**config.mk**
```make
export PLATFORM = sky130hd
export DESIGN_NAME = icache_replace
export DESIGN_NICKNAME = d
export VERILOG_FILES = /design/src/icache_pkg.sv /design/src/icache_replace.sv
export SDC_FILE = /design/constraint.sdc
export NUM_CORES = 1
export LEC_CHECK = 0
export BUFFER_PORTS_ARGS = -buffer_cell sky130_fd_sc_hd__clkbuf_2
export CORE_AREA = 2 2 43 45
export DETAILED_ROUTE_END_ITERATION = 8
export DIE_AREA = 0 0 45 47
export PLACE_DENSITY = 0.91
export SLEW_MARGIN = 20
export SYNTH_ARGS = -nofsm -noshare
export SYNTH_HDL_FRONTEND = slang
export SYNTH_SLANG_ARGS = --single-unit
```
**constraint.sdc**
```tcl
create_clock -name clk_i -period 3.1 [get_ports clk_i]
set_clock_uncertainty 0.1 [all_clocks]
set_input_delay 0 -clock clk_i [delete_from_list [all_inputs] [get_ports clk_i]]
set_output_delay 0 -clock clk_i [all_outputs]
set_load 0.02 [all_outputs]
```
**src/icache_pkg.sv**
```systemverilog
// L1 instruction cache shared definitions
// Geometry, decoder command encoding and stored entry types

package icache_pkg;

  // Two-way set associative, 16 sets
  localparam int ICACHE_WAYS = 2;
  localparam int ICACHE_SETS = 16;
  localparam int ICACHE_IDX_W = 4;

  // Line address is the byte address without the 3 offset bits
  localparam int ICACHE_ADDR_W = 29;
  // Tag is what is left above the index
  localparam int ICACHE_TAG_W = 25;
  // One 64-bit instruction line per entry
  localparam int ICACHE_LINE_W = 64;

  // Command from the control unit to the memory decoder
  typedef enum logic [1:0] {
    NoCtrl,
    ReadSet,
    WriteLineAndTag,
    InvalidSet
  } icache_ctrl_e;

  // One-hot way selected for refill
  typedef logic [ICACHE_WAYS-1:0] icache_replace_vec_t;

  // Tag/valid entry, 26 bits
  typedef struct packed {
    logic                    valid;
    logic [ICACHE_TAG_W-1:0] tag;
  } icache_tv_t;

  // Stored instruction line
  typedef logic [ICACHE_LINE_W-1:0] icache_line_t;

endpackage
```
**src/icache_replace.sv**
```systemverilog
// Refill way selection
// Lowest invalid way first, otherwise a per-set round-robin bit

`timescale 1ns/10ps

module icache_replace (
  input  logic                                 clk_i,
  input  logic                                 rst_i,
  input  logic [icache_pkg::ICACHE_IDX_W-1:0]  index_i,
  input  logic [icache_pkg::ICACHE_WAYS-1:0]   valid_vec_i,
  input  logic                                 update_i,
  output icache_pkg::icache_replace_vec_t      replace_vec_o
);

  import icache_pkg::*;

  // One round-robin bit per set, names the next victim
  logic [ICACHE_SETS-1:0] rr_q;
  logic                   all_valid;

  assign all_valid = &valid_vec_i;

  always_comb begin : pick_way
    logic found;
    found         = 1'b0;
    replace_vec_o = '0;
    // Prefer the lowest invalid way
    for (int k = 0; k < ICACHE_WAYS; k++) begin
      if (!valid_vec_i[k] && !found) begin
        replace_vec_o[k] = 1'b1;
        found            = 1'b1;
      end
    end
    // Full set, victim from the round-robin bit
    if (!found) begin
      replace_vec_o = icache_replace_vec_t'(1) << rr_q[index_i];
    end
  end

  // Advance only when a full set was refilled
  always_ff @(posedge clk_i) begin
    if (rst_i) begin
      rr_q <= '0;
    end else if (update_i && all_valid) begin
      rr_q[index_i] <= ~rr_q[index_i];
    end
  end

endmodule

```
## Word-level counts from Yosys, hierarchy flattened

Cells that the tools add are included.

- Bits in registers: 16
- Input port bits: 9
- Output and inout port bits: 2
- Logic and storage cells: 19

- Order comparisons: 2
- Shift operators: 1
- Muxes and demuxes: 9
- Bitwise logic cells: 1
- Reductions and logical operators: 5

Operator list:

| kind | number |
|---|---|
| bitwise mux 16 bit | 1 |
| less-than comparator 4 x 5 -> 1 bit (second input constant) | 1 |
| two-way mux 1 bit | 5 |
| binary-select mux 1 bit (select 4 bit) | 1 |
| demux 1 bit (select 4 bit) | 1 |
| greater-or-equal comparator 4 x 1 -> 1 bit (second input constant) | 1 |
| logical AND 1 bit | 3 |
| two-way mux 2 bit | 1 |
| AND reduction 2 bit | 1 |
| << shifter 1 x 1 -> 2 bit (first input constant) | 1 |
| zero test 1 bit | 1 |
| NOT 1 bit | 1 |

## Logic depth before layout (Yosys ltp)

- Depth in word-level cells: 5
- Depth in mapped cells: 6

## Worst setup path after synthesis

Ideal clock, no wire load.

- Kind: register to output
- From: reg rr_q[13]
- To: out replace_vec_o[1]
- Arrival time: 1.365 ns
- Required time: 3.000 ns
- Slack: 1.635 ns
- Cell stages (with the launch flop): 5
- Buffers on the path: 0
- Cells stage by stage: dfxtp_1 -> mux4_2 -> mux2i_4 -> nand3_2 -> and3_1

- Longest elaborated chain between the ends: 4

Ends and longest elaborated chain:

| element | RTL line | RTL |
|---|---|---|
| start, declared | icache_replace.sv:18 | `logic [ICACHE_SETS-1:0] rr_q;` |
| start signal, assigned by index | icache_replace.sv:45 | `rr_q[index_i] <= ~rr_q[index_i];` |
| binary-select mux 1 bit (select 4 bit) | icache_replace.sv:36 | `replace_vec_o = icache_replace_vec_t'(1) << rr_q[index_i];` |
| two-way mux 1 bit (not written as such) | icache_replace.sv:36 |  |
| << shifter 1 x 1 -> 2 bit | icache_replace.sv:36 |  |
| two-way mux 2 bit | icache_replace.sv:35 | `if (!found) begin` |
| end, declared | icache_replace.sv:12 | `output icache_pkg::icache_replace_vec_t replace_vec_o` |

Every way passes these cells. The select of a mux whose other input is x is not followed.

## Worst setup path in the final report

Ends and elaborated chain as after synthesis.

==> metrics.md <==
| Metric | Value |
|---|---|
| Status | `finished clean` |
| Critical-path top delay cell | `mux4_2` |
| Internal | `0.2956 mW` |
| Cell area after synthesis | `954.7 µm²` |
| Via density | `6.098` |
| Reg2reg setup slack | `1.60 ns` |
| Clock Latency Late Sink | `0.30 ns` |
| GRT overflow | `0` |
| Crit-path max cell delay | `0.50 ns` |
| Initial antenna violation count | `0` |
| Mapped Nets | `107` |
| Final-report hold violation count | `0` |
| DR vias | `744` |
| Logic pwr share | `11.4%` |
| WP data arrival | `1.86 ns` |
| Min-Delay Endpoint | `rr_q[15]` |
| Residual DRC | `0` |
| CTS Root Cell | `clkbuf_4` |
| Layout cell share with drive strength beyond 1 | `19.05%` |
| Max reg flops | `16` |
| Final WL | `1869 µm` |
| Worst path required time | `3.00 ns` |
| IO Port Bufs | `10` |
| Avg Cell Area, Syn | `9.741 µm²` |
| Drt pass-1 iters | `4` |
| # setup viols final | `0` |
| ANT nets after route | `0` |
| CP Capture Type | `output port` |
| Longest Clk Path Bufs | `2` |
| Worst vdd ir | `242.8 µV` |
| HPWL Detailed | `1349 µm` |
| Seq pwr share | `52.7%` |
| Core ar. | `1652 µm²` |
| CTS tree | `done` |
| Setup crit start kind | `flip-flop` |
| Final TNS setup | `0 ns` |
| Final Wtd Congestion | `0.7601` |
| Synth warn | `0` |
| Initial core utilization | `57.80%` |
| Registers with the most flip-flops | `rr_q x16` |
| Die Width | `45 µm` |
| Worst min path class | `primary input to flip-flop` |
| FF-to-FF Start | `rr_q[13]` |
| Worst R2R Path Depth | `4` |
| Layout overhead on the synthesized area | `7.995%` |
| DP Cell Count | `117` |
| # clock sinks | `16` |
| Seq/Total Area, Yosys | `33.55%` |
| Num CTS Buffers | `3` |
| WL per Instance | `15.32 µm` |
| Global Route Usage Sum | `20.27%` |
| Crit Path Category | `flip-flop to output port` |
| Hold Crit Start | `index_i[3]` |
| Die Span Y | `47 µm` |
| Final period util | `63.16%` |
| LEAKAGE | `0.4279 nW` |
| First-pass GRT wire length | `2960 µm` |
| Clock Power Share | `35.9%` |
| Net count, final | `115` |
| Worst path cell trace | `mux4_2 > mux2i_4 > nand3_2 > and3_1 > clkbuf_2` |
| Reg2reg end | `rr_q[14]` |
| Synthesized flop and latch total | `16` |
| Power per cell area | `382.7 nW/µm²` |
| Sw frac | `25.09%` |
| Num ports | `11` |
| Relative slew slack | `64.66%` |
| Top reg by flops | `rr_q` |
| Filler cells | `137` |
| H-tree depth | `1` |
| Vias in the first global route | `659` |
| CP Max Fanout | `9` |
| RSZ-0062 raised after global routing | `false` |
| Max Transition Viols Final | `0` |
| DRT iter0 DRCs | `7` |
| Number of antenna cells inserted | `0` |
| Yosys cell types | `24` |
| Slew at the pin with the worst max-slew slack | `0.5300 ns` |
| Mapped Cells | `98` |
| Clock-pin transition on the worst setup and hold timing paths | `0.09 ns` |
| Sw power | `0.09898 mW` |
| Placement Rows | `15` |
| Crit path time final | `1.958 ns` |
| Non-Filler Instances | `122` |
| Pin count of the biggest net entering global routing | `25` |
| Die area | `2115 µm²` |
| Max Fclk | `510.8 MHz` |
| Hold Path Stages | `4` |
| Max cap viols | `0` |
layout by cell type, fill, tap and decap left out, types with 2 or more instances in the layout:
master	n
mux2i_1	21
nor2_1	17
dfxtp_1	16
clkbuf_2	10
nand3_1	7
nor3_1	6
nand4_1	3
clkbuf_4	3
mux4_1	2
mux4_2	2
nor2b_1	2
nand2b_1	2
mux2_2	2
nor4_1	2
synth_stat cells:
master	number	area, µm²
mux2i_4	1	22.52
mux4_1	2	52.55
nor2_1	17	63.81
nor3_1	6	30.03
dfxtp_1	16	320.3
nand3_1	7	35.03
nand2b_1	2	12.51
mux2i_1	21	210.2
nor4_1	2	12.51
mux4_2	2	45.04
and3_1	1	6.260
buf_2	3	15.01
and4b_1	1	10.01
nor2b_1	2	12.51
mux2_2	2	22.52
nand4_1	3	18.77
nand2_1	1	3.750
buf_6	1	11.26
nand4b_1	1	8.760
nand3b_1	1	7.510
and4_1	1	8.760
nand3_2	1	10.01
buf_1	1	3.750
clkbuf_1	3	11.26
worst max-delay path, delay by kind of cell, from the launching register on:
| kind | cells | cell delay [ns] |
|---|---|---|
| mux | 2 | 0.79 |
| buf+inv | 1 | 0.15 |
| simple gates | 2 | 0.30 |
| flops | 1 | 0.32 |
kinds of logic after synthesis:
group	Yosys count	share of synthesized area, %
buffers and inverters	8	4.324
flip-flops	16	33.55
AND/OR/NAND/NOR	46	25.16
multiplexers	28	36.96
power by group through the flow:
| stage | Clock, mW | Sequential (mW) | Combinational [mW] |
|---|---|---|---|
| finish | 0.142 | 0.208 | 0.0449 |
| global route | 0.157 | 0.208 | 0.0489 |
| CTS | 0.144 | 0.208 | 0.0448 |
| detailed placement | 0 | 0.213 | 0.0437 |
| global placement | 0 | 0.213 | 0.0415 |
| floorplan | 0 | 0.212 | 0.0333 |
layout make-up:
class | count | area, µm² | area share [%]
multi-input combinational | 74 | 593.1 | 57.52
sequential | 16 | 320.3 | 31.07
timing repair buffer | 11 | 60.06 | 5.825
clock buffer | 4 | 36.28 | 3.519
tap | 17 | 21.27 | 2.063
worst max path at each step:
stage	start	cells past startpoint	to	slack [ns]
after floorplan	rr_q[13]	4	replace_vec_o[1]	1.63
after global placement	index_i[0]	6	replace_vec_o[1]	1.30
after detailed placement	index_i[0]	6	replace_vec_o[1]	1.23
after CTS	rr_q[13]	5	replace_vec_o[1]	1.13
after global routing	rr_q[13]	5	replace_vec_o[1]	1.06
final	rr_q[13]	5	replace_vec_o[1]	1.14
metal layers:
layer / track usage [%] / share of wire (%) / routed length (µm) / vias to the layer above
met1: 28.23 / 46 / 864 / 341
met2: 29.43 / 46 / 866 / 21
met3: 3.462 / 4.9 / 91 / 5
li1: - / - / - / 377
met4: 12.35 / 2.5 / 46 / 0
met5: 0 / 0 / 0 / -
stage by stage:
step	hold WS (ns)	setup WS, ns	total power, mW	instance area, µm²	utilization, %
final	0.1330	1.142	0.3945	1031	62.42
after global routing	0.1891	1.056	0.4142	1031	62.42
after CTS	0.1201	1.129	0.3966	1031	62.42
after detailed placement	0.2616	1.229	0.2563	984.7	59.62
after global placement	0.2367	1.305	0.2540	984.7	59.62
after floorplan	0.05951	1.635	0.2456	954.7	-
repair_timing:
item                      4_1_cts  5_1_grt
hold endpoints to repair       10        0
buffers inserted                0        0
resized for setup               0        0
hold buffers                    1        0
No activity file was read; power rests on OpenSTA's default activity.
