`src/icache_pkg.sv`:
```
// L1 instruction cache shared definitions
// Geometry, decoder command encoding and stored entry types

package icache_pkg;

  // Two-way set associative, 16 sets
  localparam int ICACHE_WAYS = 2;
  localparam int ICACHE_SETS = 16;
  localparam int ICACHE_IDX_W = 4;

  // Line address is the byte address without the 3 offset bits
  localparam int ICACHE_ADDR_W = 29;
  // Tag is what is left above the index
  localparam int ICACHE_TAG_W = 25;
  // One 64-bit instruction line per entry
  localparam int ICACHE_LINE_W = 64;

  // Command from the control unit to the memory decoder
  typedef enum logic [1:0] {
    NoCtrl,
    ReadSet,
    WriteLineAndTag,
    InvalidSet
  } icache_ctrl_e;

  // One-hot way selected for refill
  typedef logic [ICACHE_WAYS-1:0] icache_replace_vec_t;

  // Tag/valid entry, 26 bits
  typedef struct packed {
    logic                    valid;
    logic [ICACHE_TAG_W-1:0] tag;
  } icache_tv_t;

  // Stored instruction line
  typedef logic [ICACHE_LINE_W-1:0] icache_line_t;

endpackage
```
`src/icache_sram.sv`:
```
// Single-port synchronous cache memory, one entry per set
// Payload type selects data line or tag/valid storage

`timescale 1ns/10ps

module icache_sram #(
  parameter type payload_t = icache_pkg::icache_line_t
) (
  input  logic                            clk_i,
  input  logic                            cs_i,
  input  logic                            we_i,
  input  logic [icache_pkg::ICACHE_IDX_W-1:0] addr_i,
  input  payload_t                        wdata_i,
  output payload_t                        rdata_o
);

  import icache_pkg::*;

  // Storage array
  payload_t mem_q [ICACHE_SETS];

  // Write when selected with we, else registered read
  // Read data holds its value while not selected
  always_ff @(posedge clk_i) begin
    if (cs_i) begin
      if (we_i) begin
        mem_q[addr_i] <= wdata_i;
      end else begin
        rdata_o <= mem_q[addr_i];
      end
    end
  end

  // Control unit must drive a known set index on every access
  a_addr_known: assert property (@(posedge clk_i) cs_i |-> !$isunknown(addr_i))
    else $error("sram access with unknown address");

endmodule

```
`config.mk`:
```
export PLATFORM = sky130hd
export DESIGN_NAME = icache_sram
export DESIGN_NICKNAME = d
export VERILOG_FILES = /design/src/icache_pkg.sv /design/src/icache_sram.sv
export SDC_FILE = /design/constraint.sdc
export NUM_CORES = 1
export LEC_CHECK = 0
export BUFFER_PORTS_ARGS = -buffer_cell sky130_fd_sc_hd__buf_2
export CORE_UTILIZATION = 40
export CTS_CLUSTER_DIAMETER = 100
export CTS_CLUSTER_SIZE = 16
export DETAILED_ROUTE_END_ITERATION = 12
export PLACE_DENSITY_LB_ADDON = 0.3
export REMOVE_ABC_BUFFERS = 1
export SLEW_MARGIN = 15
export SYNTH_ARGS = -nofsm -noshare
export SYNTH_HDL_FRONTEND = slang
export SYNTH_SLANG_ARGS = --single-unit
```
`constraint.sdc`:
```
create_clock -name clk_i -period 7.7 [get_ports clk_i]
set_input_delay 1.155 -clock clk_i [delete_from_list [all_inputs] [get_ports clk_i]]
set_output_delay 1.155 -clock clk_i [all_outputs]
set_load 0.05 [all_outputs]
```
Word-level counts from Yosys, hierarchy flattened
Memory sizes are Yosys's and may differ from the RTL's. A register that Yosys moved wholly into a read port is not among the register bits.
Index checks and enable logic that the tools add are counted.
Widths: inputs -> output; s select.
- output and inout bits: 64
- memories: 1
- flip-flop bits (word level): 0
- RAM bits: 1024
- input bits: 71
- memory list (memory ; depth ; width ; rd ports ; clocked after memory_dff ; wr ports ; RTL line ; text):
    mem_q ; 16 ; 64 ; 1 ; 1 ; 1 ; icache_sram.sv:20 ; payload_t mem_q [ICACHE_SETS];
- mux-type cells: 3
- bitwise gates (word level): 1
- reductions and logical operators: 1
- operators by type and width (operator ; number):
    $mux 1 ; 3
    $reduce_and 2->1 ; 1
    $not 1->1 ; 1

Depth between registers and ports, before layout
Gate-level depths: netlist of run 1.
- word-level depth: 3
- mapped depth: 6
- mapped depth without buffers: 3

Least setup slack after synthesis of run 1
No wires, ideal clock.
- path type: input to register
- from: input addr_i[0] (netlist name)
- to: memory mem_q[0][0] (netlist name) (enable)
- arrival: 6.348 ns
- cell stages on the path: 5
- buffers on the path: 3
- setup slack: 0.787 ns
- required time: 7.135 ns
- cell sequence: buf_6 buf_6 buf_4 or3_1 nor3_1
- RTL lines (what ; RTL line ; text):
    start: declaration ; icache_sram.sv:12 ; input logic [icache_pkg::ICACHE_IDX_W-1:0] addr_i,
    end: declaration ; icache_sram.sv:20 ;
Straight into the memory's write port.

Final worst setup path of run 1
- from: input addr_i[0] (netlist name)
- to: memory mem_q[7][53] (netlist name) (enable)
Straight into the memory's write port.

==> results_dict.tcl, run 1 <==
set metrics [dict create \
    outcome "complete, no violations" \
    drtPass1Iterations 5 \
    netlist_area_sq_um 40300 \
    swShare_pct 20.5 \
    vias_per_cell 5.65 \
    drt-initial-drc-count 1831 \
    cts_inserted_buffers 77 \
    power.density_nw_per_um2 243 \
    final_util_pct 44.7 \
    die_area_sq_um 102000 \
    finish.instance_area_sq_um 44600 \
    finalHoldViolCount 0 \
    io_buffers 134 \
    slew_headroom_pct 20.9 \
    cts_hold_buf 0 \
    stdcell_count 3125 \
    clock_sinks 1088 \
    place_congestion 0.720 \
    layout_setup_ws_ns 3.71 \
    final_cell_mix "1,088 x edfxtp_1, 256 x mux4_2, 132 x buf_2" \
    fin_setup_tns_ns 0 \
    routed_wl_um 88400 \
    syn_area_per_cell_sq_um 24.4 \
    end_kind "flip-flop" \
    worst_pin_slew_ns 1.19 \
    antenna_found_initial 16 \
    clk_pin_slew_worst_paths_ns 0.07 \
    comb_power_share_pct 5.0 \
    start_util_pct 40.3 \
    startpoint "addr_i[0]" \
    cp.arrival_ns 4.25 \
    cts_max_level 3 \
    num_vias 17600 \
    synthToLayoutAreaGrowth_pct 10.8 \
    worstPathRequired_ns 7.95 \
    leakage_nw 13.8 \
    dp_slack_ns 2.95 \
    grt_max_degree 85 \
    rsz0062_at_grt "no" \
    clkLatencyLatePin_ns 0.64 \
    dp.cells 3037 \
    p_int_w 0.00862 \
    fill_cells 8251 \
    dp.final_hpwl_um 46700 \
    drive_gt1_share_pct 29.3 \
    grt_pass1_vias 18500 \
    pwr-share-seq_pct 61.1 \
    cts_resized 0 \
    fp.dieH_um 319 \
    holdCritPathClass "reg2reg" \
    clk_path_buf_depth 3 \
    num_rows 116 \
    ir_worst_vdd_v 0.000167 \
    max_cap_viol_count 0 \
    timing.reg2reg.setup_slack_ns 6.05 \
    tritoncts "yes" \
    antenna_left 0 \
    total_switching_power_w 0.00222 \
    ys_warn_count 0 \
    max_freq_mhz 250 \
    core_sq_um 99900 \
    post_cts_buffers 0 \
    grt_use_total_pct 17.5 \
    clock_skew_ns 0.0232 \
    boundaryPins 135 \
    wl_per_cell_um 28.3 \
    slew_violations 0 \
    crit_fanout 70 \
    nNetsFinal 1889 \
    synthCells 1652 \
    min_period_ns 3.99 \
    r2r_start "mem_q[11][1]" \
    seq_area_frac_synth_pct 81.1 \
    start_kind "input pin" \
    drcViolationCount 0 \
    critPathKind "in2reg" \
    final_common_cell "edfxtp_1" \
    cts-root-buf "clkbuf_16" \
    grt_pass1_wl_um 129000 \
    setup_viol 0 \
    fin_crit_sh_pct 51.9 \
    hp-start "mem_q[6][45]" \
    die_w_um 319 \
    synth-seq-cells 1088 \
    clkPwrFrac_pct 33.9 \
    ys_types 17 \
    overflow 0 \
    place_area_sq_um 42600 \
]
registers in the layout, summed over array words and instances, names as in the netlist:
signal / flops
rdata_o: 64
mem_q: 1024
power groups by stage:
stage / Combinational [W] / Sequential (W) / Clock (W)
global route: 0.000589 / 0.00663 / 0.00396
CTS: 0.000558 / 0.00662 / 0.00377
finish: 0.000545 / 0.00662 / 0.00367
floorplan: 0.000232 / 0.00680 / 0
global placement: 0.000545 / 0.00675 / 0
detailed placement: 0.000557 / 0.00676 / 0
per-layer routing:
| metal | global-route usage [%] | vias to the layer above | share of wire (%) |
|---|---|---|---|
| met5 | 0 | - | 0.064 |
| met4 | 4.06 | 8 | 1.6 |
| met3 | 3.44 | 107 | 7.3 |
| met2 | 28.7 | 601 | 50 |
| met1 | 24.3 | 9539 | 41 |
| li1 | - | 7390 | - |
critical path: stages:
cell and delay, ns:
buf_8 0.48, nand4_1 0.55, nor2_4 0.92, buf_4 0.88
final timing paths:
check	to	cells past startpoint
worst max-delay path	mem_q[7][53]	4
worst min-delay path	rdata_o[45]	3
worst max register to register	rdata_o[1]	3
worst min register to register	rdata_o[45]	3
kinds of logic after synthesis:
| kind of cell | Yosys count | share of synthesized area, % |
|---|---|---|
| compound gates | 128 | 2.39 |
| buf+inv | 87 | 1.23 |
| simple gates | 93 | 0.954 |
| mux | 256 | 14.3 |
| flops | 1088 | 81.1 |
through the flow:
step,hold WS (ns),power [W]
2_1_floorplan,0.710,0.00704
3_3_place_gp,0.726,0.00730
3_5_place_dp,0.732,0.00731
4_1_cts,0.739,0.0110
5_1_grt,0.772,0.0112
6_report,0.737,0.0108
synth_stat cells, drive strengths merged:
| cell type | count | area (sq um) |
|---|---|---|
| clkbuf | 48 | 180 |
| nand4 | 1 | 6.26 |
| or3 | 1 | 6.26 |
| nor3 | 4 | 20.0 |
| mux4 | 256 | 5770 |
| edfxtp | 1088 | 32700 |
| nand2b | 2 | 12.5 |
| nor2 | 13 | 48.8 |
| and2 | 1 | 6.26 |
| nand4b | 2 | 17.5 |
| a22oi | 128 | 961 |
| buf | 39 | 314 |
| nand2 | 66 | 248 |
| nor2b | 3 | 18.8 |
final cells by class:
class | count | area, sq um | area share [%]
multi-input cells | 477 | 7250 | 16.3
clock inverters | 4 | 50.0 | 0.112
repair buffers | 174 | 1040 | 2.32
clock buffers | 79 | 1980 | 4.43
well taps | 1298 | 1620 | 3.64
diodes | 5 | 12.5 | 0.0280
flip-flops and latches | 1088 | 32700 | 73.2
Power figures use the tool's default switching activity.
==> run 2, diff against run 1 <==
Clock period 7.7 ns to 3.9 ns, I/O delays scaled along.
==> results_dict.tcl, run 2 (synthesis results as in run 1) <==
set metrics [dict create \
    outcome "complete, no violations" \
    drive_gt1_share_pct 30.0 \
    regMostFlops "mem_q" \
    grt_max_degree 79 \
    dp_slack_ns 0.968 \
    comb_power_share_pct 5.2 \
    fp.dieH_um 319 \
    largest_reg_flops 1024 \
    multi_input_area_sq_um 7250 \
    num_vias 17800 \
    cts-root-buf "clkbuf_16" \
    place_congestion 0.721 \
    seq_area_sq_um 32700 \
    slew_headroom_pct 44.5 \
    pwr-share-seq_pct 61.0 \
    swShare_pct 20.5 \
    vias_per_cell 5.68 \
    post_cts_buffers 0 \
    fin_crit_sh_pct 58.0 \
    start_util_pct 40.3 \
    drtPass1Iterations 5 \
    io_buffers 134 \
    tritoncts "yes" \
    grt_pass1_vias 18900 \
    reg_top3 "mem_q (1024), rdata_o (64)" \
    finish.instance_area_sq_um 45000 \
    p_int_w 0.0170 \
    setup_viol 0 \
    holdCritPathClass "in2reg" \
    overflow 0 \
    antenna_left 0 \
    cts_resized 0 \
    clkPwrFrac_pct 33.8 \
    routed_wl_um 89000 \
    slew_violations 0 \
    layout_setup_ws_ns 1.64 \
    nNetsFinal 1906 \
    cp.arrival_ns 2.56 \
    total_switching_power_w 0.00439 \
    dp.final_hpwl_um 46800 \
    final_util_pct 45.0 \
    end_kind "flip-flop" \
    grt_pass1_wl_um 131000 \
    clock_sinks 1088 \
    drt-initial-drc-count 1756 \
    worst_pin_slew_ns 0.830 \
    ir_worst_vdd_v 0.000294 \
    clk_pin_slew_worst_paths_ns 0.07 \
    critPathKind "in2reg" \
    start_kind "input pin" \
    max_cap_viol_count 0 \
    core_sq_um 99900 \
    num_rows 116 \
    power_w 0.0214 \
    rsz0062_at_grt "no" \
    cts_max_level 3 \
    die_w_um 319 \
    cts_inserted_buffers 77 \
    power.density_nw_per_um2 476 \
    max_freq_mhz 442 \
    leakage_nw 14.0 \
    die_area_sq_um 102000 \
    finalHoldViolCount 0 \
    clock_skew_ns 0.0165 \
    clkLatencyLatePin_ns 0.64 \
    crit_fanout 66 \
    synthToLayoutAreaGrowth_pct 11.7 \
    min_period_ns 2.26 \
    place_area_sq_um 42900 \
    antenna_found_initial 8 \
    boundaryPins 135 \
    grt_use_total_pct 17.7 \
    clk_path_buf_depth 3 \
    worstPathRequired_ns 4.20 \
    wl_per_cell_um 28.4 \
    final_cell_mix "1,088 x edfxtp_1, 256 x mux4_2, 132 x buf_2" \
    drcViolationCount 0 \
    final_common_cell "edfxtp_1" \
    fill_cells 8213 \
    cts_hold_buf 0 \
    fin_setup_tns_ns 0 \
]
==> run 2: final timing paths <==
path / from / cells past startpoint / endpoint / slack, ns
max: addr_i[1] / 4 / mem_q[15][6] / 1.64
min: wdata_i[16] / 1 / mem_q[0][16] / 0.32
max reg2reg: mem_q[3][1] / 3 / rdata_o[1] / 2.31
min reg2reg: mem_q[14][23] / 3 / rdata_o[23] / 0.74
==> run 2: layout make-up <==
type | instances | share of cell area [%]
clock buffer | 79 | 4.40
timing repair buffer | 191 | 3.10
sequential | 1088 | 72.6
antenna | 3 | 0.0167
tap | 1298 | 3.61
clock inverter | 4 | 0.111
multi-input combinational | 477 | 16.1
==> run 2: critical path, cell delays in order <==
cell and delay, ns:
buf_8 0.45, nand4_1 0.52, nor2_4 0.49, buf_4 0.41
==> run 2: through the flow <==
stage	hold WS, ns	instances
floorplan	0.684	1565
global placement	0.730	3054
detailed placement	0.730	3054
CTS	0.279	3137
global route	0.312	3138
finish	0.320	3140
==> run 2: power by group through the flow <==
stage	logic [W]	clock network, W	registers, W
floorplan	0.000457	0	0.0134
global placement	0.00111	0	0.0133
detailed placement	0.00113	0	0.0133
CTS	0.00113	0.00744	0.0131
global route	0.00119	0.00780	0.0131
finish	0.00110	0.00725	0.0131
==> run 2: layer usage <==
layer | track usage (%) | vias to the layer above | routed length (um)
met3 | 2.72 | 107 | 5250
met4 | 4.25 | 4 | 1540
met2 | 29.7 | 568 | 44800
li1 | - | 7421 | -
met5 | 0 | - | 24
met1 | 24.3 | 9725 | 37400
