File: src/icache_pkg.sv
// L1 instruction cache shared definitions
// Geometry, decoder command encoding and stored entry types

package icache_pkg;

  // Two-way set associative, 16 sets
  localparam int ICACHE_WAYS = 2;
  localparam int ICACHE_SETS = 16;
  localparam int ICACHE_IDX_W = 4;

  // Line address is the byte address without the 3 offset bits
  localparam int ICACHE_ADDR_W = 29;
  // Tag is what is left above the index
  localparam int ICACHE_TAG_W = 25;
  // One 64-bit instruction line per entry
  localparam int ICACHE_LINE_W = 64;

  // Command from the control unit to the memory decoder
  typedef enum logic [1:0] {
    NoCtrl,
    ReadSet,
    WriteLineAndTag,
    InvalidSet
  } icache_ctrl_e;

  // One-hot way selected for refill
  typedef logic [ICACHE_WAYS-1:0] icache_replace_vec_t;

  // Tag/valid entry, 26 bits
  typedef struct packed {
    logic                    valid;
    logic [ICACHE_TAG_W-1:0] tag;
  } icache_tv_t;

  // Stored instruction line
  typedef logic [ICACHE_LINE_W-1:0] icache_line_t;

endpackage
File: src/icache_mem_ctrl.sv
// Cache memory command decoder
// Expands the control unit command into per-way chip-select and write-enable

`timescale 1ns/10ps

module icache_mem_ctrl (
  // Command from the control unit
  input  icache_pkg::icache_ctrl_e             cond_ctrl_i,
  // Command qualifier
  input  logic                                 mem_ctrl_en_i,
  // Way picked by the replacement block
  input  icache_pkg::icache_replace_vec_t      replace_vec_i,
  // Data memories
  output logic [icache_pkg::ICACHE_WAYS-1:0]   dmem_cs_o,
  output logic [icache_pkg::ICACHE_WAYS-1:0]   dmem_we_o,
  // Tag/valid memories
  output logic [icache_pkg::ICACHE_WAYS-1:0]   tvmem_cs_o,
  output logic [icache_pkg::ICACHE_WAYS-1:0]   tvmem_we_o
);

  import icache_pkg::*;

  always_comb begin
    // Nothing selected unless enabled
    dmem_cs_o  = '0;
    dmem_we_o  = '0;
    tvmem_cs_o = '0;
    tvmem_we_o = '0;
    if (mem_ctrl_en_i) begin
      case (cond_ctrl_i)
        // Read all ways of the set for the tag compare
        ReadSet: begin
          dmem_cs_o  = '1;
          tvmem_cs_o = '1;
        end
        // Refill only the replaced way, line and tag together
        WriteLineAndTag: begin
          dmem_cs_o  = replace_vec_i;
          dmem_we_o  = replace_vec_i;
          tvmem_cs_o = replace_vec_i;
          tvmem_we_o = replace_vec_i;
        end
        // Flush clears tag/valid of every way, data untouched
        InvalidSet: begin
          tvmem_cs_o = '1;
          tvmem_we_o = '1;
        end
        default: ;
      endcase
    end
  end

  // A refill must never write two ways or none
  always_comb begin
    if (mem_ctrl_en_i && cond_ctrl_i == WriteLineAndTag) begin
      a_repl_onehot: assert final ($onehot(replace_vec_i))
        else $error("replacement vector not one-hot on refill write");
    end
  end

endmodule

File: config.mk
export PLATFORM = sky130hd
export DESIGN_NAME = icache_mem_ctrl
export DESIGN_NICKNAME = d
export VERILOG_FILES = /design/src/icache_pkg.sv /design/src/icache_mem_ctrl.sv
export SDC_FILE = /design/constraint.sdc
export NUM_CORES = 1
export LEC_CHECK = 0
export BUFFER_PORTS_ARGS = -buffer_cell sky130_fd_sc_hd__buf_2
export CAP_MARGIN = 25
export CORE_AREA = 2 2 39 41
export DETAILED_ROUTE_END_ITERATION = 10
export DIE_AREA = 0 0 41 43
export MAX_ROUTING_LAYER = met4
export PLACE_DENSITY = 0.3
export SLEW_MARGIN = 10
export SYNTH_ARGS = -nofsm -noshare
export SYNTH_HDL_FRONTEND = slang
export SYNTH_SLANG_ARGS = --single-unit
File: constraint.sdc
create_clock -name vclk -period 0.8
set_input_delay 0.12 -clock vclk [all_inputs]
set_output_delay 0.12 -clock vclk [all_outputs]
set_load 0.005 [all_outputs]
# After elaboration in Yosys (flattened, before gate mapping)
# Cells that the tools add are included.
# totals
elab_cells	12
input_bits	5
mem_bits_ro	0
ram_bits	0
latch_bits	0
reg_bits	0
out_inout_bits	8
n_memories	0
# op_classes
eq_ne	3
add_sub_neg	0
n_mux	8
div_mod_pow	0
n_lt_le_gt_ge	0
mul	0
shifts	0
reduce_logical	1
bitwise_logic	0
# op_table
operator	count
2-bit case mux with 2 select lines	3
2-bit 2-to-1 mux	5
2-bit == test (second input constant)	2
2-bit by 1-bit == test with 1-bit output (second input constant)	1
2-bit OR reduction	1

# Logic depth before layout (Yosys ltp)
# Gate-level depths: netlist of run 1.
# logic_depth
word_depth	4
mapped_depth	4
depth_no_buf	4

# Worst setup path before layout of run 1
# No wires, ideal clock.
# synth_path
path_kind	input-to-output
start	input cond_ctrl_i[0]
end	output tvmem_cs_o[1] (netlist bit)
stages	4
arrival_time_ns	0.656
t_required_ns	0.680
path_slack_ns	0.024
path_buffers	0
cell_sequence	inv_1 -> ha_1 -> nand2_1 -> a21oi_1
# synth_between
elab_chain_len	4
elab_cells_between_ends	6
classes_between	eq/ne: 3; mux: 2; reduce/logical: 1
# synth_rtl
item	line	source
start: declaration	icache_mem_ctrl.sv:8	input icache_pkg::icache_ctrl_e cond_ctrl_i,
2-bit == test or 2-bit by 1-bit == test with 1-bit output (tied branches)	icache_mem_ctrl.sv:30	case (cond_ctrl_i)
2-bit OR reduction (no line)	-	
2-bit case mux with 2 select lines *	icache_mem_ctrl.sv:30	
2-bit 2-to-1 mux *	icache_mem_ctrl.sv:29	if (mem_ctrl_en_i) begin
end: declaration	icache_mem_ctrl.sv:17	output logic [icache_pkg::ICACHE_WAYS-1:0] tvmem_cs_o,
# Mark *: on every way between the ends. The rest lies on a longest branch, timed or not.

# Final worst setup path of run 1
# layout_path
start	input cond_ctrl_i[0]
end	output tvmem_we_o[0] (netlist bit)
# layout_between
elab_chain_len	3
elab_cells_between_ends	4
classes_between	eq/ne: 2; mux: 2
# layout_rtl
item	line	source
2-bit == test	icache_mem_ctrl.sv:30	
2-bit case mux with 2 select lines *	icache_mem_ctrl.sv:30	
2-bit 2-to-1 mux *	icache_mem_ctrl.sv:29	
end: declaration	icache_mem_ctrl.sv:18	output logic [icache_pkg::ICACHE_WAYS-1:0] tvmem_we_o
# Marks and branches as above.

==> results of run 1 <==
-- where the power goes --
group          internal (W)  total (W)  switching, W
Combinational     0.0000997   0.000182     0.0000821
Clock                     0          0             0
Sequential                0          0             0
-- how the worst min path moves through the flow --
| stage | from | depth (start not counted) | to |
|---|---|---|---|
| floorplan | mem_ctrl_en_i | 2 | dmem_cs_o[0] |
| finish | replace_vec_i[0] | 4 | tvmem_cs_o[0] |
| global placement | replace_vec_i[0] | 4 | dmem_cs_o[0] |
| CTS | replace_vec_i[0] | 4 | tvmem_cs_o[0] |
| detailed placement | replace_vec_i[0] | 4 | dmem_cs_o[0] |
| global route | replace_vec_i[0] | 4 | tvmem_cs_o[0] |
-- repair_timing --
item	4_1_cts	5_1_grt
resized for setup	29	9
hold buffers	0	0
setup endpoints to repair	8	8
buffers inserted	0	0
pin swaps	10	6
-- Yosys cell counts --
library cell,count,area [µm²]
sky130_fd_sc_hd__nand2b_1,1,6.26
sky130_fd_sc_hd__a21oi_1,4,20.0
sky130_fd_sc_hd__inv_1,2,7.51
sky130_fd_sc_hd__nand2_1,5,18.8
sky130_fd_sc_hd__ha_1,5,62.6
sky130_fd_sc_hd__o21ai_1,2,10.0
sky130_fd_sc_hd__nor2_1,3,11.3
sky130_fd_sc_hd__and3_2,2,15.0
-- area by class of cell --
class / count / area share (%)
multi-input combinational: 22 / 58.5
inverter: 2 / 4.15
tap: 16 / 4.75
timing repair buffer: 16 / 32.6
-- stage by stage --
stage	util (%)	power, W	hold WS [ps]	cells
floorplan	-	0.0000454	348	24
global placement	18.7	0.000105	579	56
detailed placement	18.7	0.000103	579	56
CTS	26.8	0.000160	597	56
global route	30.5	0.000200	612	56
finish	30.5	0.000182	590	56
-- cells by family after synthesis --
logic type,after synthesis,synth area share [%]
simple gates,11,33.9
buf+inv,2,4.96
compound gates,6,19.8
fa+ha+maj,5,41.3
-- worst max-delay path, stage by stage --
cell,delay [ps]
sky130_fd_sc_hd__buf_12,110
sky130_fd_sc_hd__buf_6,110
sky130_fd_sc_hd__ha_4,150
sky130_fd_sc_hd__nand2_1,90
sky130_fd_sc_hd__o21ai_1,70
sky130_fd_sc_hd__buf_2,130
-- metal layers --
metal	part of all wire (%)	vias up	routed length, µm	GRT usage, %
met2	41	11	175	9.06
met5	0	-	0	-
met3	14	0	62	0
met4	0	0	0	0
li1	-	114	-	-
met1	45	92	194	7.28
==> metrics, run 1 <==
result of the run=finished with violations; failing checks=setup timing; pre-CTS setup slack=-283 ps; Avg Synthesized Cell Area=6.31 µm²; startpoint of the most critical setup path=cond_ctrl_i[0]; number of buffers inserted by port buffering=13; crit path capture type=output pin; Worst VDD drop=0.206 mV; minimum clock period after layout=898 ps; number of global-route vias before repair=184; fraction of the yosys area taken by sequential cells=0%; Die X-Extent=41 µm; Period Utilization, post-route=112%; Hold Vio Cnt, Final=0; flip-flop and latch count=0; total of fill cells in the finished design=149; HPWL Detailed=404 µm; WP data required=680 ps; number of nets in the final layout=52; most common library cell in the layout ignoring fill and taps=sky130_fd_sc_hd__buf_2; sum of routed wire length over all layers=431 µm; wire length of the first global-routing pass=696 µm; placement row count=14; number of library cell types mapped by synthesis=8; post-route setup slack=-97.6 ps; Synth Instances=24; commonest non-fill, non-tap cells in the layout=9 x sky130_fd_sc_hd__buf_2, 5 x sky130_fd_sc_hd__ha_4, 4 x sky130_fd_sc_hd__nand2_2, 4 x sky130_fd_sc_hd__buf_6; Post-Place Cell Area=259 µm²; setup violators final=8; count of maximum capacitance violations=0; syn nets=34; number of detailed-route iterations in the first pass=2; average vias per placed instance=3.88; leakage=0.182 nW; crit path to=tvmem_we_o[0]; Critical Path Source Type=input port; layout cell share with drive strength beyond 1=85.0%; layout-stage area growth over the synthesis result=179%; full die area=1760 µm²; total number of yosys warnings=0; Highest Clock Rate=1110 MHz; count of final max-slew check failures=0; number of antenna violations at the first check in global routing=0; Antenna Nets Post-Route=0; unrepaired setup endpoints after global routing=yes; worst endpoint data arrival time=780 ps; post-detailed-route wirelength per cell=7.70 µm; Register Area=0 µm²; area taken by multi-input logic gates=246 µm²; slew at the pin closest to its max-slew limit=158 ps; GRT Overall Usage=5.32%; initial standard-cell utilization of the core=10.9%; total negative setup slack=-547 ps; CLK BUF=0; Die Height=43 µm; critical path class=in -> out; number of design rule violations left after detail routing=0; ANT cells=0; power per unit of standard cell area=431 nW/µm²; Design Area, Final=422 µm²; worst slew margin relative to its limit=89.5%; GP Congestion=0.598; detailed-route via count=217; cell area after technology mapping=151 µm²; largest net degree at the start of global routing=7; I/O pins=13; path type of the worst min-delay path=in -> out; worst-path maximum fanout=3; DR iter-0 viols=1; total congestion overflow=0; core area=1380 µm²
Note: power is estimated with default switching activity, not from simulation.
==> run 2, diff against run 1 <==
CELL_PAD_IN_SITES_DETAIL_PLACEMENT = 1   (was unset)
CELL_PAD_IN_SITES_GLOBAL_PLACEMENT = 2   (was unset)
PLACE_DENSITY = 0.55   (was 0.3)
clock period = 1.05 ns   (was 0.8 ns; I/O delays follow)
==> run 2 against run 1 <==
Largest cell class unchanged. Critical endpoint is now tvmem_cs_o[0]. Largest power group unchanged. Combinational power fell by 41%. Core utilization fell by 6.5 points. Cell area fell by 21%. The flow now finishes without violations.
==> metrics, run 2 (same netlist as run 1, synthesis figures left out) <==
count of maximum capacitance violations=0 (unchanged); unrepaired setup endpoints after global routing=no; post-route total power=0.000107 W (-41%); commonest non-fill, non-tap cells in the layout=11 x sky130_fd_sc_hd__buf_2, 4 x sky130_fd_sc_hd__ha_4, 3 x sky130_fd_sc_hd__nand2_2; crit path capture type=output pin; DR iter-0 viols=0 (-1); fraction of power spent switching nets=52.5% (+7.4 points); path type of the worst min-delay path=in -> out; most common library cell in the layout ignoring fill and taps=sky130_fd_sc_hd__buf_2; hold buffer count at CTS=0 (unchanged); I/O pins=13 (unchanged); Highest Clock Rate=1010 MHz; Worst VDD drop=0.126 mV (-39%); power per unit of standard cell area=324 nW/µm² (-25%); Period Utilization, post-route=94.2%; full die area=1760 µm² (unchanged); Die X-Extent=41 µm (unchanged); average vias per placed instance=4.08 (+5.2%); Hold Vio Cnt, Final=0 (unchanged); ordered cell list for the critical path=buf_6, inv_2, ha_4, nor2_2, a21oi_2, buf_2; layout-stage area growth over the synthesis result=119%; post-detailed-route wirelength per cell=9.87 µm (+28%); sum of routed wire length over all layers=523 µm (+21%); layout cell share with drive strength beyond 1=78.4% (-6.6 points); Die Height=43 µm (unchanged); wire length of the first global-routing pass=772 µm (+11%); minimum clock period after layout=989 ps; part of the total power dissipated in sequential elements=0% (unchanged); slew at the pin closest to its max-slew limit=165 ps (+7.03 ps); count of final max-slew check failures=0 (unchanged); number of cells in the design after placement=53 (-5.4%); initial standard-cell utilization of the core=10.9% (unchanged); largest net degree at the start of global routing=7 (unchanged); number of antenna violations at the first check in global routing=0 (unchanged); number of detailed-route iterations in the first pass=1 (-1); net load switching power=0.0000564 W (-31%); number of design rule violations left after detail routing=0 (unchanged); leakage=0.152 nW (-16%); WP data required=890 ps (+210 ps); result of the run=finished clean; CP top delay family=buffers and inverters; buffer and inverter count on the worst path=3 (unchanged); relative contribution of combinational cells to total power=100.0% (about the same); placement row count=14 (unchanged); GRT Overall Usage=5.94% (+0.61 points); worst slew margin relative to its limit=89.0% (-0.47 points); total congestion overflow=0 (unchanged); HPWL Detailed=433 µm (+7.1%); flip-flop and latch count=0 (unchanged); number of buffers inserted by port buffering=13 (unchanged); ANT cells=0 (unchanged); Register Area=0 µm² (unchanged); clock network power share=0% (unchanged); core area=1380 µm² (unchanged); critical path class=in -> out; Critical Path Source Type=input port; CLK BUF=0 (unchanged); number of global-route vias before repair=194 (+5.4%); stage delay of the slowest cell on the critical path=160 ps (about the same); worst endpoint data arrival time=830 ps (+50 ps); worst-path maximum fanout=4 (+1); Antenna Nets Post-Route=0 (unchanged); Final Instance Count excl. Fillers=53 (-5.4%); GP Congestion=0.630 (+5.4%); total of fill cells in the finished design=178 (+19%); detailed-route via count=216 (-0.46%); Cell Int Power=0.0000510 W (-49%); CP max stage cell=sky130_fd_sc_hd__ha_4; number of nets in the final layout=49 (-5.8%); setup violators final=0 (-8)
[run 2: cell count changes in the layout (fill, tap and decap cells not counted), sizes merged]
cell / change
buf: -3
[run 2: tightest hold or removal path, delay by kind of cell]
kind	cells	cell delay, ps
buffers and inverters	2	230
AO/OA/AOI/OAI	1	50
AND/OR/NAND/NOR	1	70
[run 2: cell type report]
class	count	area (µm²)	area share (%)
multi-input cells	22	221	66.8
repair buffers	13	77.6	23.4
well taps	16	20.0	6.04
inverters	2	12.5	3.77
[run 2: per-layer routing]
layer	vias to the layer above	part of all wire (%)	global-route usage [%]	wire [µm]
met4	0	0	0	0
met2	11	51	10.6	266
met1	100	38	7.59	201
met3	0	11	0	55
li1	105	-	-	-
met5	-	0	-	0
[run 2: power by group through the flow]
| stage | Combinational [W] | Clock [W] | Sequential [W] |
|---|---|---|---|
| detailed placement | 0.0000709 | 0 | 0 |
| CTS | 0.0000838 | 0 | 0 |
| floorplan | 0.0000346 | 0 | 0 |
| global placement | 0.0000696 | 0 | 0 |
| finish | 0.000107 | 0 | 0 |
| global route | 0.000122 | 0 | 0 |
[run 2: metrics by stage]
stage	setup WS [ps]	util, %	hold WS [ps]	TNS [ps]	area (µm²)
after floorplan	199	-	423	0	151
after global placement	-100	17.1	650	-438	236
after global routing	12.1	24.0	689	0	332
after CTS	-8.33	19.3	658	-8.33	267
after detailed placement	-109	17.1	659	-559	236
final	60.8	24.0	659	0	332
[run 2: timing repair]
action	4_1_cts	5_1_grt
gates resized for setup	8	15
pin swaps	0	4
setup endpoints to repair	8	6
buffers inserted	0	0
[run 2: final timing paths]
kind | startpoint | to | slack (ps) | cells after the start
hold / removal | replace_vec_i[0] | tvmem_cs_o[0] | 660 | 4
setup / recovery | cond_ctrl_i[1] | tvmem_cs_o[0] | 60 | 6
==> run 3, diff against run 2 <==
ABC_AREA = 1   (was unset)
BUFFER_PORTS_ARGS = -buffer_cell sky130_fd_sc_hd__buf_4   (was -buffer_cell sky130_fd_sc_hd__buf_2)
PLACE_DENSITY = 0.56   (was 0.55)
==> run 3 against run 2 <==
Non-clock buffer count increased by 1. Count of clock-buffer cells in the layout unchanged. Synthesized cell count increased by 8.3%. Global-route usage increased by 0.61 points. Critical path type unchanged. Critical endpoint unchanged. Largest cell class unchanged.
==> metrics, run 3 <==
result of the run=finished clean; total number of yosys warnings=0 (unchanged); final core utilization=26.1% (+2.2 points); Design Area, Final=362 µm² (+9.1%); commonest non-fill, non-tap cells in the layout=13 x sky130_fd_sc_hd__buf_4, 5 x sky130_fd_sc_hd__a21oi_2, 4 x sky130_fd_sc_hd__nor2_1, 3 x sky130_fd_sc_hd__nand2_2, 3 x sky130_fd_sc_hd__ha_4; startpoint of the most critical setup path=cond_ctrl_i[0]; DR iter-0 viols=0 (unchanged); final hold slack=656 ps (-2.63 ps); top-count cell post-synth=sky130_fd_sc_hd__a21oi_1; minimum clock period after layout=1030 ps (+44.5 ps); initial standard-cell utilization of the core=10.8% (-0.090 points); syn nets=36 (+5.9%); Antenna Nets Post-Route=0 (unchanged); path type of the worst min-delay path=in -> out; number of nets in the final layout=52 (+6.1%); cell area after technology mapping=150 µm² (-0.83%); largest net degree at the start of global routing=5 (-2); Critical Path Source Type=input port; WP data required=890 ps (about the same); total congestion overflow=0 (unchanged); Post-Place Cell Area=275 µm² (+16%); flip-flop and latch count=0 (unchanged); CLK BUF=0 (unchanged); Hold Path Depth=4 (unchanged); GP Congestion=0.677 (+7.4%); crit path capture type=output pin; number of detailed-route iterations in the first pass=1 (unchanged); worst endpoint data arrival time=880 ps (+50 ps); number of antenna violations at the first check in global routing=0 (unchanged); post-detailed-route wirelength per cell=9.80 µm (-0.65%); Synth Instances=26 (+8.3%); most common library cell in the layout ignoring fill and taps=sky130_fd_sc_hd__buf_4; Die Height=43 µm (unchanged); slew at the pin closest to its max-slew limit=151 ps (-13.6 ps); layout cell share with drive strength beyond 1=77.5% (-0.88 points); leakage=0.160 nW (+5.3%); I/O pins=13 (unchanged); count of maximum capacitance violations=0 (unchanged); post-synth top area cell=sky130_fd_sc_hd__ha_1; detailed-route via count=221 (+2.3%); worst-path maximum fanout=3 (-1); commonest cells in the netlist=6 x sky130_fd_sc_hd__a21oi_1, 5 x sky130_fd_sc_hd__ha_1, 5 x sky130_fd_sc_hd__inv_1, 5 x sky130_fd_sc_hd__nor2_1, 4 x sky130_fd_sc_hd__nand2_1; Register Area=0 µm² (unchanged); Period Utilization, post-route=98.4% (+4.2 points); GRT Overall Usage=6.55% (+0.61 points); HPWL Detailed=435 µm (+0.49%); Die X-Extent=41 µm (unchanged); wire length of the first global-routing pass=834 µm (+8.0%); Worst VDD drop=0.127 mV (+0.72%); number of global-route vias before repair=194 (unchanged); fraction of the yosys area taken by sequential cells=0% (unchanged); count of final max-slew check failures=0 (unchanged); number of library cell types mapped by synthesis=6 (-2); core area=1380 µm² (unchanged); crit path to=tvmem_cs_o[0]; unrepaired setup endpoints after global routing=yes; worst slew margin relative to its limit=89.9% (+0.91 points); layout-stage area growth over the synthesis result=141%; Avg Synthesized Cell Area=5.77 µm² (-8.5%); sum of routed wire length over all layers=549 µm (+5.0%); Area contributors post-synth=sky130_fd_sc_hd__ha_1 42%, sky130_fd_sc_hd__a21oi_1 20%, sky130_fd_sc_hd__inv_1 13%, sky130_fd_sc_hd__nor2_1 13%, sky130_fd_sc_hd__nand2_1 10%; number of buffers inserted by port buffering=13 (unchanged); Hold Vio Cnt, Final=0 (unchanged); Highest Clock Rate=967 MHz (-4.3%); post-route total power=0.000124 W (+16%); total of fill cells in the finished design=181 (+1.7%); Post-CTS Repair Setup Buffers=0 (unchanged); critical path class=in -> out; total negative setup slack=0 ps (unchanged); average vias per placed instance=3.95 (-3.2%); placement row count=14 (unchanged); hold buffer count at CTS=0 (unchanged); full die area=1760 µm² (unchanged); ANT cells=0 (unchanged); power per unit of standard cell area=343 nW/µm² (+5.9%); number of design rule violations left after detail routing=0 (unchanged); setup violators final=0 (unchanged); Synth top area share=41.7% (+0.34 points)
-- run 3: where the power goes --
part / leakage (nW) / internal (W) / switching, W
logic: 0.160 / 0.0000628 / 0.0000612
clock network: 0 / 0 / 0
registers: 0 / 0 / 0
-- run 3: worst max-delay path, stage by stage --
cell and delay [ps]:
sky130_fd_sc_hd__buf_4 130, sky130_fd_sc_hd__buf_4 140, sky130_fd_sc_hd__ha_4 160, sky130_fd_sc_hd__nor2_4 100, sky130_fd_sc_hd__a21oi_2 60, sky130_fd_sc_hd__buf_4 130
-- run 3: final cells by class --
cell class | instances | area [µm²] | area share [%]
Multi-Input combinational cell | 21 | 209 | 57.8
Inverter | 5 | 23.8 | 6.57
Tap cell | 16 | 20.0 | 5.54
Timing Repair Buffer | 14 | 109 | 30.1
-- run 3: per-stage QoR --
stage          cells  worst slack, ps
2_1_floorplan     26              211
3_3_place_gp      56             -102
3_5_place_dp      56            -99.7
4_1_cts           56             7.86
5_1_grt           56            -9.53
6_report          56             16.3
-- run 3: worst min-delay path by stage --
| stage | from | end |
|---|---|---|
| 2_1_floorplan | mem_ctrl_en_i | dmem_we_o[0] |
| 3_3_place_gp | replace_vec_i[0] | tvmem_we_o[0] |
| 3_5_place_dp | replace_vec_i[1] | tvmem_we_o[1] |
| 4_1_cts | replace_vec_i[1] | tvmem_we_o[1] |
| 5_1_grt | replace_vec_i[0] | tvmem_we_o[0] |
| 6_report | replace_vec_i[0] | tvmem_we_o[0] |
-- run 3: kinds of logic (layout without fill, tap and decap cells) --
logic type,Yosys count,in the layout,share of synthesized area [%]
buffers and inverters,5,19,12.5
AND/OR/NAND/NOR,9,9,22.5
adder cells (fa/ha/maj),5,5,41.7
AO/OA/AOI/OAI,7,7,23.3
-- run 3: what timing repair did --
| action | in CTS | in global routing |
|---|---|---|
| setup endpoints to repair | 8 | 5 |
| resized for setup | 19 | 5 |
| pin swaps | 3 | 1 |
-- run 3: routing by layer --
| layer | vias to the layer above | GRT usage (%) | share of wire, % |
|---|---|---|---|
| li1 | 109 | - | - |
| met4 | 0 | 0 | 0 |
| met5 | - | - | 0 |
| met2 | 6 | 12.8 | 59 |
| met1 | 106 | 7.28 | 35 |
| met3 | 0 | 0 | 5.8 |
